File: src/rtl/soc_io_pkg.sv
//--------------------------------------------------------------------
// io address map and shared types for the basys3 io side
// targets are picked by the top address byte and, for the uart, the low offset
// gpio region ignores the low 24 address bits
//--------------------------------------------------------------------
`default_nettype none

package soc_io_pkg;

	// bus widths
	localparam int IO_DW = 32;          // data and address width
	localparam int IO_BW = IO_DW / 8;   // byte lanes, one strobe each
	localparam int HALF_W = IO_DW / 2;  // sw / led halves of the gpio word

	// region select, address bits 31:24
	localparam logic [7:0] GPIO_BASE = 8'h03;
	localparam logic [7:0] UART_BASE = 8'h02;

	// uart register offsets inside its region
	localparam logic [7:0] UART_DIV_OFS = 8'h04;   // clocks per bit minus one
	localparam logic [7:0] UART_DAT_OFS = 8'h08;   // tx on write, rx buffer on read

	// gpio readback, switches high and led lanes low
	typedef struct packed {
		logic [HALF_W-1:0] sw;
		logic [HALF_W-1:0] led;
	} gpio_fields_t;

	typedef union packed {
		logic [IO_DW-1:0] raw;   // as seen on the bus
		gpio_fields_t fld;       // decoded view
	} gpio_word_u;

	// decoder target, latched per request
	typedef enum logic [1:0] {
		sel_none,       // unmapped, answered by the decoder
		sel_gpio,
		sel_uart_div,
		sel_uart_dat
	} io_sel_e;

endpackage

`default_nettype wire

File: src/rtl/reset_gen.sv
//--------------------------------------------------------------------
// stretches the board reset by RESET_CYCLES clocks
// resetn is sampled on clk_bufg and must already be synchronous
//--------------------------------------------------------------------
`timescale 1ns/1ns
`default_nettype none

module reset_gen #(
	parameter int RESET_CYCLES = 63
) (
	input  logic clk_bufg,
	input  logic resetn,
	output logic sys_resetn
);

	localparam int CNT_W = $clog2(RESET_CYCLES + 1);

	logic [CNT_W-1:0] cnt;
	logic cnt_full;

	assign cnt_full = (cnt == CNT_W'(RESET_CYCLES));

	always_ff @(posedge clk_bufg) begin
		if (!resetn) begin
			cnt <= '0;                       // restart the stretch
		end else if (!cnt_full) begin
			cnt <= cnt + CNT_W'(1);          // saturates at RESET_CYCLES
		end
	end

	// system leaves reset only once the count is complete
	assign sys_resetn = cnt_full;

endmodule

`default_nettype wire

File: src/rtl/iomem_decode.sv
//--------------------------------------------------------------------
// iomem address decoder with one outstanding request at a time
// master holds addr and wstrb until ready; ready is a one cycle pulse
// unmapped accesses get ready after one cycle with zero rdata
//--------------------------------------------------------------------
`timescale 1ns/1ns
`default_nettype none

module iomem_decode (
	input  logic clk_bufg,
	input  logic sys_resetn,
	input  logic iomem_valid,
	input  logic [soc_io_pkg::IO_BW-1:0] iomem_wstrb,
	input  logic [soc_io_pkg::IO_DW-1:0] iomem_addr,
	output logic iomem_ready,
	output logic [soc_io_pkg::IO_DW-1:0] iomem_rdata,
	output logic gpio_sel,
	output logic uart_div_sel,
	output logic uart_dat_sel,
	input  logic gpio_ready,
	input  soc_io_pkg::gpio_word_u gpio_rdata,
	input  logic uart_ready,
	input  logic [soc_io_pkg::IO_DW-1:0] uart_rdata
);
	import soc_io_pkg::*;

	io_sel_e cur_sel;    // decode of the address on the bus now
	io_sel_e io_sel_q;   // target of the pending request
	logic none_ready;    // our own answer for unmapped space

	always_comb begin
		cur_sel = sel_none;
		if (iomem_addr[31:24] == GPIO_BASE) begin
			cur_sel = sel_gpio;                          // whole region
		end else if (iomem_addr[31:24] == UART_BASE) begin
			if (iomem_addr[23:0] == 24'(UART_DIV_OFS))
				cur_sel = sel_uart_div;
			else if (iomem_addr[23:0] == 24'(UART_DAT_OFS))
				cur_sel = sel_uart_dat;
		end
	end

	// selects follow valid so a target sees the whole pending window
	assign gpio_sel     = iomem_valid && (cur_sel == sel_gpio);
	assign uart_div_sel = iomem_valid && (cur_sel == sel_uart_div);
	assign uart_dat_sel = iomem_valid && (cur_sel == sel_uart_dat);

	always_ff @(posedge clk_bufg) begin
		if (!sys_resetn) begin
			none_ready <= 1'b0;
			io_sel_q   <= sel_none;
		end else begin
			// single pulse even while valid is still held
			none_ready <= iomem_valid && (cur_sel == sel_none) && !none_ready;
			if (iomem_valid && !iomem_ready)
				io_sel_q <= cur_sel;                         // held through the ready cycle
		end
	end

	assign iomem_ready = gpio_ready | uart_ready | none_ready;

	always_comb begin
		case (io_sel_q)
			sel_gpio:                   iomem_rdata = gpio_rdata.raw;
			sel_uart_div, sel_uart_dat: iomem_rdata = uart_rdata;   // uart picks its own reg
			default:                    iomem_rdata = '0;           // unmapped reads as zero
		endcase
	end

	// a target must never answer a request that is not there
	a_ready_needs_valid: assert property (@(posedge clk_bufg) disable iff (!sys_resetn)
		iomem_ready |-> iomem_valid);

	a_sel_onehot: assert property (@(posedge clk_bufg) disable iff (!sys_resetn)
		$onehot0({gpio_sel, uart_div_sel, uart_dat_sel}));

	// master keeps the request steady until it sees ready
	a_req_stable: assert property (@(posedge clk_bufg) disable iff (!sys_resetn)
		iomem_valid && !iomem_ready |=>
			iomem_valid && $stable(iomem_addr) && $stable(iomem_wstrb));

endmodule

`default_nettype wire

File: src/rtl/gpio_regs.sv
//--------------------------------------------------------------------
// 32 bit gpio register, led driven from bits 15:0
// bits 31:16 are writable but read back as the switch inputs
//--------------------------------------------------------------------
`timescale 1ns/1ns
`default_nettype none

module gpio_regs (
	input  logic clk_bufg,
	input  logic sys_resetn,
	input  logic sel,
	input  logic [soc_io_pkg::IO_BW-1:0] wstrb,
	input  logic [soc_io_pkg::IO_DW-1:0] wdata,
	input  logic [soc_io_pkg::HALF_W-1:0] sw,
	output logic ready,
	output soc_io_pkg::gpio_word_u rdata,
	output logic [soc_io_pkg::HALF_W-1:0] led
);
	import soc_io_pkg::*;

	logic [IO_DW-1:0] gpio;
	logic acc;   // first cycle of a selected request

	assign acc = sel && !ready;   // held request answered once

	always_ff @(posedge clk_bufg) begin
		if (!sys_resetn) begin
			gpio  <= '0;
			ready <= 1'b0;
		end else begin
			ready <= acc;
			if (acc) begin
				for (int i = 0; i < IO_BW; i++) begin
					if (wstrb[i])
						gpio[i*8 +: 8] <= wdata[i*8 +: 8];   // per byte lane
				end
			end
		end
	end

	// readback snapshot, taken before this request's write lands
	always_ff @(posedge clk_bufg) begin
		if (acc) begin
			rdata.fld.sw  <= sw;
			rdata.fld.led <= gpio[HALF_W-1:0];
		end
	end

	assign led = gpio[HALF_W-1:0];

	a_ready_pulse: assert property (@(posedge clk_bufg) disable iff (!sys_resetn)
		ready |=> !ready);

endmodule

`default_nettype wire

File: src/rtl/simple_uart.sv
//--------------------------------------------------------------------
// 8N1 serial port, each bit lasts divider+1 clocks
// data write waits while a frame is going out; read pops one byte or all ones
// rx frames with a bad stop bit are dropped
//--------------------------------------------------------------------
`timescale 1ns/1ns
`default_nettype none

module simple_uart #(
	parameter int UART_DIV_INIT = 16
) (
	input  logic clk_bufg,
	input  logic sys_resetn,
	input  logic div_sel,
	input  logic dat_sel,
	input  logic [soc_io_pkg::IO_BW-1:0] wstrb,
	input  logic [soc_io_pkg::IO_DW-1:0] wdata,
	input  logic rx,
	output logic ready,
	output logic [soc_io_pkg::IO_DW-1:0] rdata,
	output logic tx
);
	import soc_io_pkg::*;

	// rx fsm states
	localparam logic [1:0] RX_IDLE  = 2'd0;
	localparam logic [1:0] RX_START = 2'd1;
	localparam logic [1:0] RX_DATA  = 2'd2;
	localparam logic [1:0] RX_STOP  = 2'd3;

	logic [IO_DW-1:0] divider;     // clocks per bit minus one
	logic div_acc, dat_wr_acc, dat_rd_acc;

	logic [9:0] tx_pattern;        // stop, data, start; lsb goes out first
	logic [3:0] tx_bitcnt;         // bits left in the frame
	logic [IO_DW-1:0] tx_divcnt;
	logic tx_idle;

	logic [1:0] rx_sync;           // two flop synchronizer
	logic [1:0] rx_state;
	logic [2:0] rx_bitcnt;
	logic [IO_DW-1:0] rx_divcnt;
	logic [IO_DW-1:0] rx_half;
	logic rx_tick;                 // one bit period elapsed
	logic rx_done;                 // good stop bit seen
	logic [7:0] rx_shift;
	logic [7:0] rx_buf;
	logic rx_buf_valid;

	assign tx_idle = (tx_bitcnt == 4'd0);

	// accept once per request; data write also needs an idle transmitter
	assign div_acc    = div_sel && !ready;
	assign dat_wr_acc = dat_sel && (|wstrb) && !ready && tx_idle;
	assign dat_rd_acc = dat_sel && !(|wstrb) && !ready;

	always_ff @(posedge clk_bufg) begin
		if (!sys_resetn) begin
			divider <= IO_DW'(UART_DIV_INIT);
			ready   <= 1'b0;
		end else begin
			ready <= div_acc | dat_wr_acc | dat_rd_acc;   // low while tx busy
			if (div_acc) begin
				for (int i = 0; i < IO_BW; i++) begin
					if (wstrb[i])
						divider[i*8 +: 8] <= wdata[i*8 +: 8];
				end
			end
		end
	end

	// transmit shifter
	always_ff @(posedge clk_bufg) begin
		if (!sys_resetn) begin
			tx_pattern <= '1;              // line idles high
			tx_bitcnt  <= 4'd0;
			tx_divcnt  <= '0;
		end else if (dat_wr_acc) begin
			tx_pattern <= {1'b1, wdata[7:0], 1'b0};
			tx_bitcnt  <= 4'd10;
			tx_divcnt  <= '0;
		end else if (!tx_idle) begin
			if (tx_divcnt >= divider) begin   // >= survives a divider change mid frame
				tx_divcnt  <= '0;
				tx_pattern <= {1'b1, tx_pattern[9:1]};   // ones fill behind
				tx_bitcnt  <= tx_bitcnt - 4'd1;
			end else begin
				tx_divcnt <= tx_divcnt + 1'b1;
			end
		end
	end

	assign tx = tx_pattern[0];

	assign rx_half = {1'b0, divider[IO_DW-1:1]};
	assign rx_tick = (rx_divcnt >= divider);
	assign rx_done = (rx_state == RX_STOP) && rx_tick && rx_sync[1];

	// receive fsm, start checked at half a bit then full periods land mid bit
	always_ff @(posedge clk_bufg) begin
		if (!sys_resetn) begin
			rx_sync      <= 2'b11;
			rx_state     <= RX_IDLE;
			rx_bitcnt    <= 3'd0;
			rx_divcnt    <= '0;
			rx_buf_valid <= 1'b0;
		end else begin
			rx_sync <= {rx_sync[0], rx};
			if (dat_rd_acc)
				rx_buf_valid <= 1'b0;
			if (rx_done)
				rx_buf_valid <= 1'b1;              // new byte wins over a read
			case (rx_state)
				RX_IDLE: begin
					rx_divcnt <= '0;
					if (!rx_sync[1])
						rx_state <= RX_START;        // falling edge
				end
				RX_START: begin
					if (rx_divcnt >= rx_half) begin
						rx_divcnt <= '0;
						rx_bitcnt <= 3'd0;
						rx_state  <= rx_sync[1] ? RX_IDLE : RX_DATA;   // glitch check
					end else begin
						rx_divcnt <= rx_divcnt + 1'b1;
					end
				end
				RX_DATA: begin
					if (rx_tick) begin
						rx_divcnt <= '0;
						rx_bitcnt <= rx_bitcnt + 3'd1;
						if (rx_bitcnt == 3'd7)
							rx_state <= RX_STOP;
					end else begin
						rx_divcnt <= rx_divcnt + 1'b1;
					end
				end
				default: begin               // stop bit
					if (rx_tick)
						rx_state <= RX_IDLE;
					else
						rx_divcnt <= rx_divcnt + 1'b1;
				end
			endcase
		end
	end

	// data path registers
	always_ff @(posedge clk_bufg) begin
		if ((rx_state == RX_DATA) && rx_tick)
			rx_shift <= {rx_sync[1], rx_shift[7:1]};   // lsb first
		if (rx_done)
			rx_buf <= rx_shift;
		if (div_acc)
			rdata <= divider;
		else if (dat_rd_acc)
			rdata <= rx_buf_valid ? {24'h0, rx_buf} : '1;   // all ones = empty
		else if (dat_wr_acc)
			rdata <= '0;
	end

	// shifter must leave the line high between frames
	a_tx_idle_high: assert property (@(posedge clk_bufg) disable iff (!sys_resetn)
		tx_idle |-> tx);

endmodule

`default_nettype wire

File: src/rtl/basys3_io_top.sv
//--------------------------------------------------------------------
// basys3 io side, gpio at 0x03xxxxxx and uart at 0x02000004 / 0x02000008
// clk_bufg must come already buffered; resetn is active low and synchronous
// bus master sits outside, one request at a time
//--------------------------------------------------------------------
`timescale 1ns/1ns
`default_nettype none

module basys3_io_top #(
	parameter int RESET_CYCLES  = 63,   // reset stretch in clocks
	parameter int UART_DIV_INIT = 16    // divider register after reset
) (
	input  logic clk_bufg,
	input  logic resetn,
	input  logic iomem_valid,
	output logic iomem_ready,
	input  logic [soc_io_pkg::IO_BW-1:0] iomem_wstrb,
	input  logic [soc_io_pkg::IO_DW-1:0] iomem_addr,
	input  logic [soc_io_pkg::IO_DW-1:0] iomem_wdata,
	output logic [soc_io_pkg::IO_DW-1:0] iomem_rdata,
	input  logic [soc_io_pkg::HALF_W-1:0] sw,
	output logic [soc_io_pkg::HALF_W-1:0] led,
	input  logic rx,
	output logic tx
);
	import soc_io_pkg::*;

	logic sys_resetn;
	logic gpio_sel, uart_div_sel, uart_dat_sel;
	logic gpio_ready, uart_ready;
	gpio_word_u gpio_rdata;
	logic [IO_DW-1:0] uart_rdata;

	reset_gen #(
		.RESET_CYCLES (RESET_CYCLES)
	) u_reset_gen (
		.clk_bufg   (clk_bufg),
		.resetn     (resetn),
		.sys_resetn (sys_resetn)
	);

	iomem_decode u_decode (
		.clk_bufg     (clk_bufg),
		.sys_resetn   (sys_resetn),
		.iomem_valid  (iomem_valid),
		.iomem_wstrb  (iomem_wstrb),
		.iomem_addr   (iomem_addr),
		.iomem_ready  (iomem_ready),
		.iomem_rdata  (iomem_rdata),
		.gpio_sel     (gpio_sel),
		.uart_div_sel (uart_div_sel),
		.uart_dat_sel (uart_dat_sel),
		.gpio_ready   (gpio_ready),
		.gpio_rdata   (gpio_rdata),
		.uart_ready   (uart_ready),
		.uart_rdata   (uart_rdata)
	);

	// wstrb and wdata go straight to both targets
	gpio_regs u_gpio (
		.clk_bufg   (clk_bufg),
		.sys_resetn (sys_resetn),
		.sel        (gpio_sel),
		.wstrb      (iomem_wstrb),
		.wdata      (iomem_wdata),
		.sw         (sw),
		.ready      (gpio_ready),
		.rdata      (gpio_rdata),
		.led        (led)
	);

	simple_uart #(
		.UART_DIV_INIT (UART_DIV_INIT)
	) u_uart (
		.clk_bufg   (clk_bufg),
		.sys_resetn (sys_resetn),
		.div_sel    (uart_div_sel),
		.dat_sel    (uart_dat_sel),
		.wstrb      (iomem_wstrb),
		.wdata      (iomem_wdata),
		.rx         (rx),
		.ready      (uart_ready),
		.rdata      (uart_rdata),
		.tx         (tx)
	);

endmodule

`default_nettype wire

File: config.mk
export PLATFORM = sky130hd
export DESIGN_NAME = basys3_io_top
export DESIGN_NICKNAME = d
export VERILOG_FILES = /design/src/rtl/soc_io_pkg.sv /design/src/rtl/reset_gen.sv /design/src/rtl/iomem_decode.sv /design/src/rtl/gpio_regs.sv /design/src/rtl/simple_uart.sv /design/src/rtl/basys3_io_top.sv
export SDC_FILE = /design/constraint.sdc
export NUM_CORES = 1
export LEC_CHECK = 0
export ABC_AREA = 1
export BUFFER_PORTS_ARGS = -buffer_cell sky130_fd_sc_hd__buf_4
export CORE_MARGIN = 3
export CORE_UTILIZATION = 54
export CTS_CLUSTER_DIAMETER = 200
export DETAILED_ROUTE_END_ITERATION = 16
export GPL_ROUTABILITY_DRIVEN = 0
export PLACE_DENSITY = 0.89
export SETUP_SLACK_MARGIN = 0.5
export SYNTH_ARGS = -nofsm -noshare
export SYNTH_HDL_FRONTEND = slang
export SYNTH_SLANG_ARGS = --single-unit
File: constraint.sdc
create_clock -name clk_bufg -period 3.75 [get_ports clk_bufg]
set_clock_uncertainty 0.1 [all_clocks]
set_input_delay 1.125 -clock clk_bufg [delete_from_list [all_inputs] [get_ports clk_bufg]]
set_output_delay 1.125 -clock clk_bufg [all_outputs]
set_load 0.02 [all_outputs]
==> results of run 1 <==
-- layout make-up --
class,instances,area [µm²]
Tap cell,280,350
Multi-Input combinational cell,1115,6350
Fill cell,1666,7780
Timing Repair Buffer,150,1140
Clock inverter,9,66.3
Clock buffer,31,626
Inverter,167,632
Sequential cell,224,5290
-- registers in the layout (all words and copies together), names as in the netlist, 2 cells and up --
| register | cells |
|---|---|
| u_uart.tx_bitcnt | 4 |
| u_uart.rx_sync | 2 |
| u_uart.tx_divcnt | 32 |
| u_decode.io_sel_q | 2 |
| u_uart.rx_divcnt | 32 |
| u_uart.rx_state | 2 |
| u_gpio.rdata | 32 |
| u_uart.rdata | 32 |
| u_uart.divider | 32 |
| u_uart.rx_shift | 8 |
| u_uart.rx_bitcnt | 3 |
| u_uart.tx_pattern | 9 |
| u_gpio.gpio | 16 |
| u_reset_gen.cnt | 6 |
| u_uart.rx_buf | 8 |
-- worst max-delay path: stages, from the launching register on --
cell	delay, ns
dfxtp_1	0.38
clkinvlp_4	0.48
nand3_1	0.24
nand2_1	0.10
buf_4	0.17
-- metal layers --
metal	vias up	share of wire (%)	global-route usage [%]
met3	125	9.3	3.39
met4	0	3.6	10.0
li1	5476	-	-
met5	-	0	0
met2	599	49	46.0
met1	5346	39	32.3
-- what timing repair did --
action	4_1_cts	5_1_grt
gates resized for setup	0	1
endpoints found under the hold margin	0	0
endpoints found under the setup margin	0	25
-- layout by cell type, fill, tap and decap left out, drive strengths merged, types with 2 or more instances in the layout --
cell type / Yosys / layout
nand3: 105 / 105
ha: 107 / 107
buf: 15 / 150
clkinv: 2 / 9
a31oi: 8 / 8
edfxtp: 80 / 80
clkbuf: 25 / 31
a211oi: 27 / 27
o211ai: 4 / 4
a21oi: 93 / 93
nand4: 45 / 45
nor4: 8 / 8
clkinvlp: 0 / 2
o22ai: 2 / 2
nor3: 42 / 42
nand2: 340 / 340
and3: 3 / 3
o21ai: 79 / 79
xnor2: 3 / 3
inv: 165 / 164
dfxtp: 144 / 144
nor2: 195 / 195
nor3b: 5 / 5
nand3b: 2 / 2
o21bai: 3 / 3
or2: 2 / 2
o21a: 4 / 4
xor2: 36 / 36
-- final timing paths --
kind              slack (ns)              endpoint                  from  cells after the start
setup reg to reg        0.72  u_uart.rx_divcnt[12]    u_uart.divider[19]                     15
hold reg to reg         0.32     u_uart.rx_sync[1]     u_uart.rx_sync[0]                      1
hold / removal          0.32     u_uart.rx_sync[1]     u_uart.rx_sync[0]                      1
setup / recovery        0.65        iomem_rdata[5]  u_decode.io_sel_q[1]                      4
-- logic make-up after synthesis --
kind of cell | Yosys count | share of synthesized area (%)
DFF | 224 | 42.5
and+or+nand+nor | 748 | 27.5
AOI/OAI and AO/OA | 221 | 9.86
xor gates and xnor gates | 39 | 2.74
buffers and inverters | 207 | 6.68
adders and majority gates | 107 | 10.8
-- where the power goes --
group	total, mW	switching, mW	internal [mW]
combinational	0.108	0.0428	0.0648
sequential	2.51	0.00222	2.50
clock	2.16	0.936	1.23
total	4.78	0.981	3.80
==> flow_metrics.tcl, run 1 <==
set metrics [dict create \
    drive_above_1_share_pct 13.6 \
    max_freq_mhz 323 \
    fin_crit_sh_pct 82.6 \
    die_area_um2 24900 \
    antenna_cells 0 \
    synth_edf_count 80 \
    antenna_found_initial 0 \
    grt_pass1_vias 11100 \
    fin_tns_setup_ns 0 \
    clock-root-buffer "clkbuf_16" \
    dieWidth_um 158 \
    vias_per_cell 5.84 \
    syn2layout_area_growth_pct 16.1 \
    peakVddDrop_uv 266 \
    grtUsageTotal_pct 26.0 \
    start_util_pct 56.0 \
    status "finished, final reports clean" \
    routed_wl_um 33500 \
    worstPathRequired_ns 2.52 \
    dpl.cell_count 1936 \
    core_area_um2 22200 \
    synthArstFlopShare_pct 0 \
    grt_max_degree 55 \
    post-route-min-period_ns 3.10 \
    ys_seq_area_share_pct 42.5 \
    pin_count 138 \
    io_buffers 137 \
    cts_max_level 1 \
    total_power_mw 4.78 \
    syn_area_um2 12400 \
    startpoint_type "flop" \
    tightest_slew_ns 0.662 \
    synth_top_area_share_pct 23.2 \
    hold_buffers 0 \
    drt-initial-drc-count 1451 \
    dr.pass1.iters 6 \
    finalHoldViolCount 0 \
    syn_inst 1546 \
    rsz0062_at_grt "no" \
    hold_slack_ns 0.320 \
    ys.flop_type "dfxtp_1" \
    cellLeakagePower_nw 5.96 \
    max_cap_violations 0 \
    crit_fanout 32 \
    dp_hpwl_um 24700 \
    avgSynthCellArea_um2 8.05 \
    via_count 11500 \
    clk_pin_slew_ns 0.06 \
    fin_nets 1875 \
    yosys_warnings 0 \
    cts_setup_buffers 0 \
    synth_seq_cells 224 \
    synthesis.nets 1741 \
    slew_violations 0 \
    synth_cell_types 46 \
    synth_common_cells "nand2_1 (329), nor2_1 (186), inv_1 (160), dfxtp_1 (144), ha_1 (107)" \
    cts_made_buffers 22 \
    clockBufferDepth 3 \
    drcViolationCount 0 \
    timing.slew.headroom_pct 55.9 \
    dp_slack_ns 0.503 \
    yosysMostFrequentCell "nand2_1" \
    hold_path_class "reg -> reg" \
    crit_type "reg -> out" \
    wl_per_cell_um 16.9 \
    ant_nets 0 \
    overflow 0 \
    final-setup-viol-count 0 \
    utilization_pct 65.0 \
    place_area_um2 13800 \
    grt_pass1_wl_um 53500 \
    power_density_nw_per_um2 331 \
    synth_top_cell_by_area "dfxtp_1" \
    finalInstanceArea_um2 14400 \
    synth_area_leaders "dfxtp_1 (23%), edfxtp_1 (19%), ha_1 (11%)" \
    cp_data_arrival_time_ns 1.87 \
    cts_sinks 224 \
    stdcell_count 1976 \
    insertion_delay_ns 0.51 \
    num_rows 54 \
    die_h_um 158 \
    fin_ws_ns 0.654 \
    critPathCaptureType "output port" \
    cts_tree "yes" \
]
Power figures use the tool's default switching activity.
==> run 2: changes to the inputs <==
--- a/config.mk
+++ b/config.mk
@@ -5,14 +5,14 @@
 export SDC_FILE = /design/constraint.sdc
 export NUM_CORES = 1
 export LEC_CHECK = 0
-export ABC_AREA = 1
+export ABC_AREA = 0
 export BUFFER_PORTS_ARGS = -buffer_cell sky130_fd_sc_hd__buf_4
 export CORE_MARGIN = 3
-export CORE_UTILIZATION = 54
+export CORE_UTILIZATION = 59
 export CTS_CLUSTER_DIAMETER = 200
 export DETAILED_ROUTE_END_ITERATION = 16
 export GPL_ROUTABILITY_DRIVEN = 0
-export PLACE_DENSITY = 0.89
+export PLACE_DENSITY = 0.93
 export SETUP_SLACK_MARGIN = 0.5
 export SYNTH_ARGS = -nofsm -noshare
 export SYNTH_HDL_FRONTEND = slang
==> constraint.sdc (replaced) <==
create_clock -name clk_bufg -period 3.1 [get_ports clk_bufg]
set_clock_uncertainty 0.1 [all_clocks]
set_input_delay 0.93 -clock clk_bufg [delete_from_list [all_inputs] [get_ports clk_bufg]]
set_output_delay 0.93 -clock clk_bufg [all_outputs]
set_load 0.02 [all_outputs]
==> flow_metrics.tcl, run 2 <==
set metrics [dict create \
    status "stopped before the end" \
    stop_stage "global routing" \
    error "[ERROR GRT-0232] Routing congestion too high. Check the congestion heatmap in the GUI." \
    syn_inst 1173 \
    dieWidth_um 144 \
    dp_slack_ns -0.0142 \
    synth_top_family_by_area "simple AND/OR/NAND/NOR gates" \
    start_util_pct 61.3 \
    clockBufferDepth 3 \
    yosysMostFrequentCell "dfxtp_1" \
    synth_cell_types 63 \
    synthXorXnorAreaFrac_pct 4.27 \
    die_h_um 144 \
    synthArstFlopShare_pct 0 \
    yosys_warnings 0 \
    cts_sinks 224 \
    avgSynthCellArea_um2 9.62 \
    yosys.area_share.simple_pct 19.0 \
    synth_common_cells "dfxtp_1 (144), nand2_1 (126), a21oi_1 (108), ha_1 (107), nand3_1 (85)" \
    synthesis.nets 1368 \
    clock-root-buffer "clkbuf_16" \
    grt-worst-endpoint "u_uart.tx_bitcnt[3]$_SDFFE_PP0P_/D" \
    dp_hpwl_um 21900 \
    cts_max_level 1 \
    cts_made_buffers 23 \
    synth.area.mux_share_pct 0.355 \
    synth_top_cell_by_area "dfxtp_1" \
    syn_area_um2 11300 \
    synthAdderAreaFrac_pct 11.9 \
    worst-ep-kind "sequential cell input" \
    num_rows 49 \
    synth_top_area_share_pct 25.6 \
    antenna_found_initial 12 \
    ys_seq_area_share_pct 46.8 \
    synth_edf_count 80 \
    overflow 96 \
    synth_area_leaders "dfxtp_1 (26%), edfxtp_1 (21%), ha_1 (12%)" \
    grtUsageTotal_pct 79.9 \
    ys.flop_type "dfxtp_1" \
    synth_seq_cells 224 \
    grt_max_degree 38 \
    synth_compound_area_share_pct 14.1 \
    io_buffers 137 \
    pin_count 138 \
]
-- run 2: cells by family after synthesis --
family / Yosys count
DFF: 224
xor gates and xnor gates: 55
and+or+nand+nor: 434
muxes: 4
adders and majority gates: 107
buffers and inverters: 99
AOI/OAI and AO/OA: 250
-- run 2: metal layers --
metal	overflow	global-route usage, %
met3	6	73.3
met4	36	76.3
met1	4	77.6
met2	48	91.4
met5	2	56.2
-- run 2: per-stage QoR --
step	area [µm²]	util (%)	hold slack [ns]	setup TNS, ns	cells
after CTS	14500	78.6	0.315	0	1603
after detailed placement	12900	69.9	0.297	-0.0154	1530
after floorplan	11500	-	0.291	0	1173
after global placement	12900	69.9	0.300	0	1530
-- run 2: timing repair --
action	in CTS
setup buffers	25
setup endpoints to repair	218
hold buffers	0
gates cloned	7
pin swaps	40
gates resized for setup	124
==> run 3: changes to the inputs <==
--- a/config.mk
+++ b/config.mk
@@ -8,12 +8,10 @@
 export ABC_AREA = 0
 export BUFFER_PORTS_ARGS = -buffer_cell sky130_fd_sc_hd__buf_4
 export CORE_MARGIN = 3
-export CORE_UTILIZATION = 59
-export CTS_CLUSTER_DIAMETER = 200
+export CORE_UTILIZATION = 40
 export DETAILED_ROUTE_END_ITERATION = 16
 export GPL_ROUTABILITY_DRIVEN = 0
-export PLACE_DENSITY = 0.93
-export SETUP_SLACK_MARGIN = 0.5
+export PLACE_DENSITY_LB_ADDON = 0.15
 export SYNTH_ARGS = -nofsm -noshare
 export SYNTH_HDL_FRONTEND = slang
 export SYNTH_SLANG_ARGS = --single-unit
==> flow_metrics.tcl, run 3 <==
set metrics [dict create \
    die_h_um 174 \
    stdcell_count 1755 \
    synth_top_area_share_pct 25.6 \
    cts_tree "yes" \
    synth_top_cell_by_area "dfxtp_1" \
    insertion_delay_ns 0.53 \
    dp_hpwl_um 22300 \
    synthArstFlopShare_pct 0 \
    routed_wl_um 29400 \
    final-setup-viol-count 0 \
    path_buf_inv 3 \
    antenna_found_initial 0 \
    crit_type "reg -> reg" \
    dpl.cell_count 1704 \
    drt-initial-drc-count 737 \
    clockBufferDepth 3 \
    synth_top_family_by_area "simple AND/OR/NAND/NOR gates" \
    slew_violations 0 \
    synth_cell_types 63 \
    hold_path_class "reg -> reg" \
    synthXorXnorAreaFrac_pct 4.27 \
    final_common_cell "buf_4" \
    crit_fanout 31 \
    antenna_cells 0 \
    synth_compound_area_share_pct 14.1 \
    yosys.area_share.simple_pct 19.0 \
    io_buffers 137 \
    critical-path-top-delay-family "compound AO/OA/AOI/OAI gates" \
    fin_ws_ns 0.140 \
    via_count 9261 \
    pin_count 138 \
    dp_slack_ns -0.0465 \
    yosys_warnings 0 \
    fin_tns_setup_ns 0 \
    timing.slew.headroom_pct 64.0 \
    dr.pass1.iters 5 \
    syn2layout_area_growth_pct 25.3 \
    cts_max_level 1 \
    drcViolationCount 0 \
    fillCellCount 2551 \
    cts_made_buffers 26 \
    dieWidth_um 174 \
    clock-root-buffer "clkbuf_16" \
    vias_per_cell 5.28 \
    cts_sinks 224 \
    fin_crit_sh_pct 95.5 \
    critPathCaptureType "flop" \
    overflow 0 \
    syn_area_um2 11300 \
    startpoint_type "flop" \
    fin_nets 1558 \
    synthesis.nets 1368 \
    clk_pin_slew_ns 0.06 \
    cp_data_arrival_time_ns 3.31 \
    synth_common_cells "dfxtp_1 (144), nand2_1 (126), a21oi_1 (108), ha_1 (107), nand3_1 (85)" \
    synthAdderAreaFrac_pct 11.9 \
    peakVddDrop_uv 418 \
    yosysMostFrequentCell "dfxtp_1" \
    synth_edf_count 80 \
    ys.flop_type "dfxtp_1" \
    synth_area_leaders "dfxtp_1 (26%), edfxtp_1 (21%), ha_1 (12%)" \
    rsz0062_at_grt "yes" \
    drive_above_1_share_pct 19.8 \
    tightest_slew_ns 0.533 \
    final_cell_mix "buf_4 (204), dfxtp_1 (144), nand2_1 (126), a21oi_1 (108), ha_1 (107)" \
    power_density_nw_per_um2 437 \
    max_freq_mhz 338 \
    ff2ff_setup_slack_ns 0.14 \
    grt_max_degree 58 \
    start_util_pct 41.3 \
    ys_seq_area_share_pct 46.8 \
    die_area_um2 30300 \
    avgSynthCellArea_um2 9.62 \
    num_rows 60 \
    hold_buffers 0 \
    worstPathRequired_ns 3.45 \
    core_area_um2 27300 \
    cpMaxStageDelayCell "o41ai_1" \
    cellLeakagePower_nw 5.45 \
    grtUsageTotal_pct 19.0 \
    max_cap_violations 0 \
    syn_inst 1173 \
    grt_pass1_vias 8907 \
    finalHoldViolCount 0 \
    status "finished, final reports clean" \
    post-route-min-period_ns 2.96 \
    synth_seq_cells 224 \
    synth.area.mux_share_pct 0.355 \
    grt_pass1_wl_um 47500 \
    wl_per_cell_um 16.8 \
    critPathMaxStageDelay_ns 0.59 \
    ant_nets 0 \
    critical_path.cell_chain "inv_1, buf_4, ha_1, a21oi_1, o21ai_0, o41ai_1, a31oi_1, or3_1, buf_12, nor2_1" \
]
==> run 3: layout make-up <==
type                            count  area, µm²  share of cell area (%)
Inverter                           49        184                    1.30
Clock inverter                     12        100                   0.708
Clock buffer                       36        751                    5.31
Tap cell                          372        465                    3.29
Timing Repair Buffer              212       1680                    11.9
Sequential cell                   224       5290                    37.4
Multi-Input combinational cell    850       5670                    40.1
==> run 3: logic make-up (layout without fill, tap and decap cells) <==
group,Yosys count,count (layout)
flip-flops,224,224
adder cells (fa/ha/maj),107,107
AND/OR/NAND/NOR,434,434
buffers and inverters,99,309
multiplexers,4,4
AO/OA/AOI/OAI,250,250
XOR/XNOR,55,55
==> run 3: worst reg2reg max path, delay by kind of cell, from the launching register on <==
| kind | cells | cell delay [ns] |
|---|---|---|
| adder cells (fa/ha/maj) | 1 | 0.30 |
| AND/OR/NAND/NOR | 2 | 0.53 |
| flip-flops | 1 | 0.34 |
| AO/OA/AOI/OAI | 4 | 1.18 |
| buffers and inverters | 3 | 0.44 |
==> run 3: power breakdown <==
part	internal [mW]	switching, mW
clock network	1.78	1.23
logic	0.0806	0.0495
registers	3.03	0.00335
==> run 3: metrics by stage <==
stage          power (mW)  utilization (%)  hold WS (ns)  instance area [µm²]
6_report             6.17             51.7         0.320                14100
5_1_grt              6.38             51.7         0.342                14100
4_1_cts              6.24             51.5         0.320                14100
3_5_place_dp         3.23             48.3         0.307                13200
3_3_place_gp         3.23             48.3         0.307                13200
2_1_floorplan        3.12                -         0.291                11300
==> run 3: metal layers <==
metal	share of wire [%]	track usage (%)
met5	0	0
met4	1.5	3.65
met3	5.1	3.15
met2	43	29.3
met1	50	28.2
==> run 3: final timing paths <==
check / start / endpoint / depth (start not counted)
hold reg to reg: u_uart.rx_shift[0] / u_uart.rx_buf[0] / 0
hold / removal: u_uart.rx_shift[0] / u_uart.rx_buf[0] / 0
setup / recovery: u_uart.divider[13] / u_uart.tx_divcnt[8] / 10
setup reg to reg: u_uart.divider[13] / u_uart.tx_divcnt[8] / 10
==> run 3: what timing repair did <==
action / CTS / global route
gates cloned: 0 / 0
setup buffers: 0 / 3
pin swaps: 0 / 8
resized for setup: 1 / 9
hold endpoints to repair: 0 / 0
endpoints found under the setup margin: 14 / 37
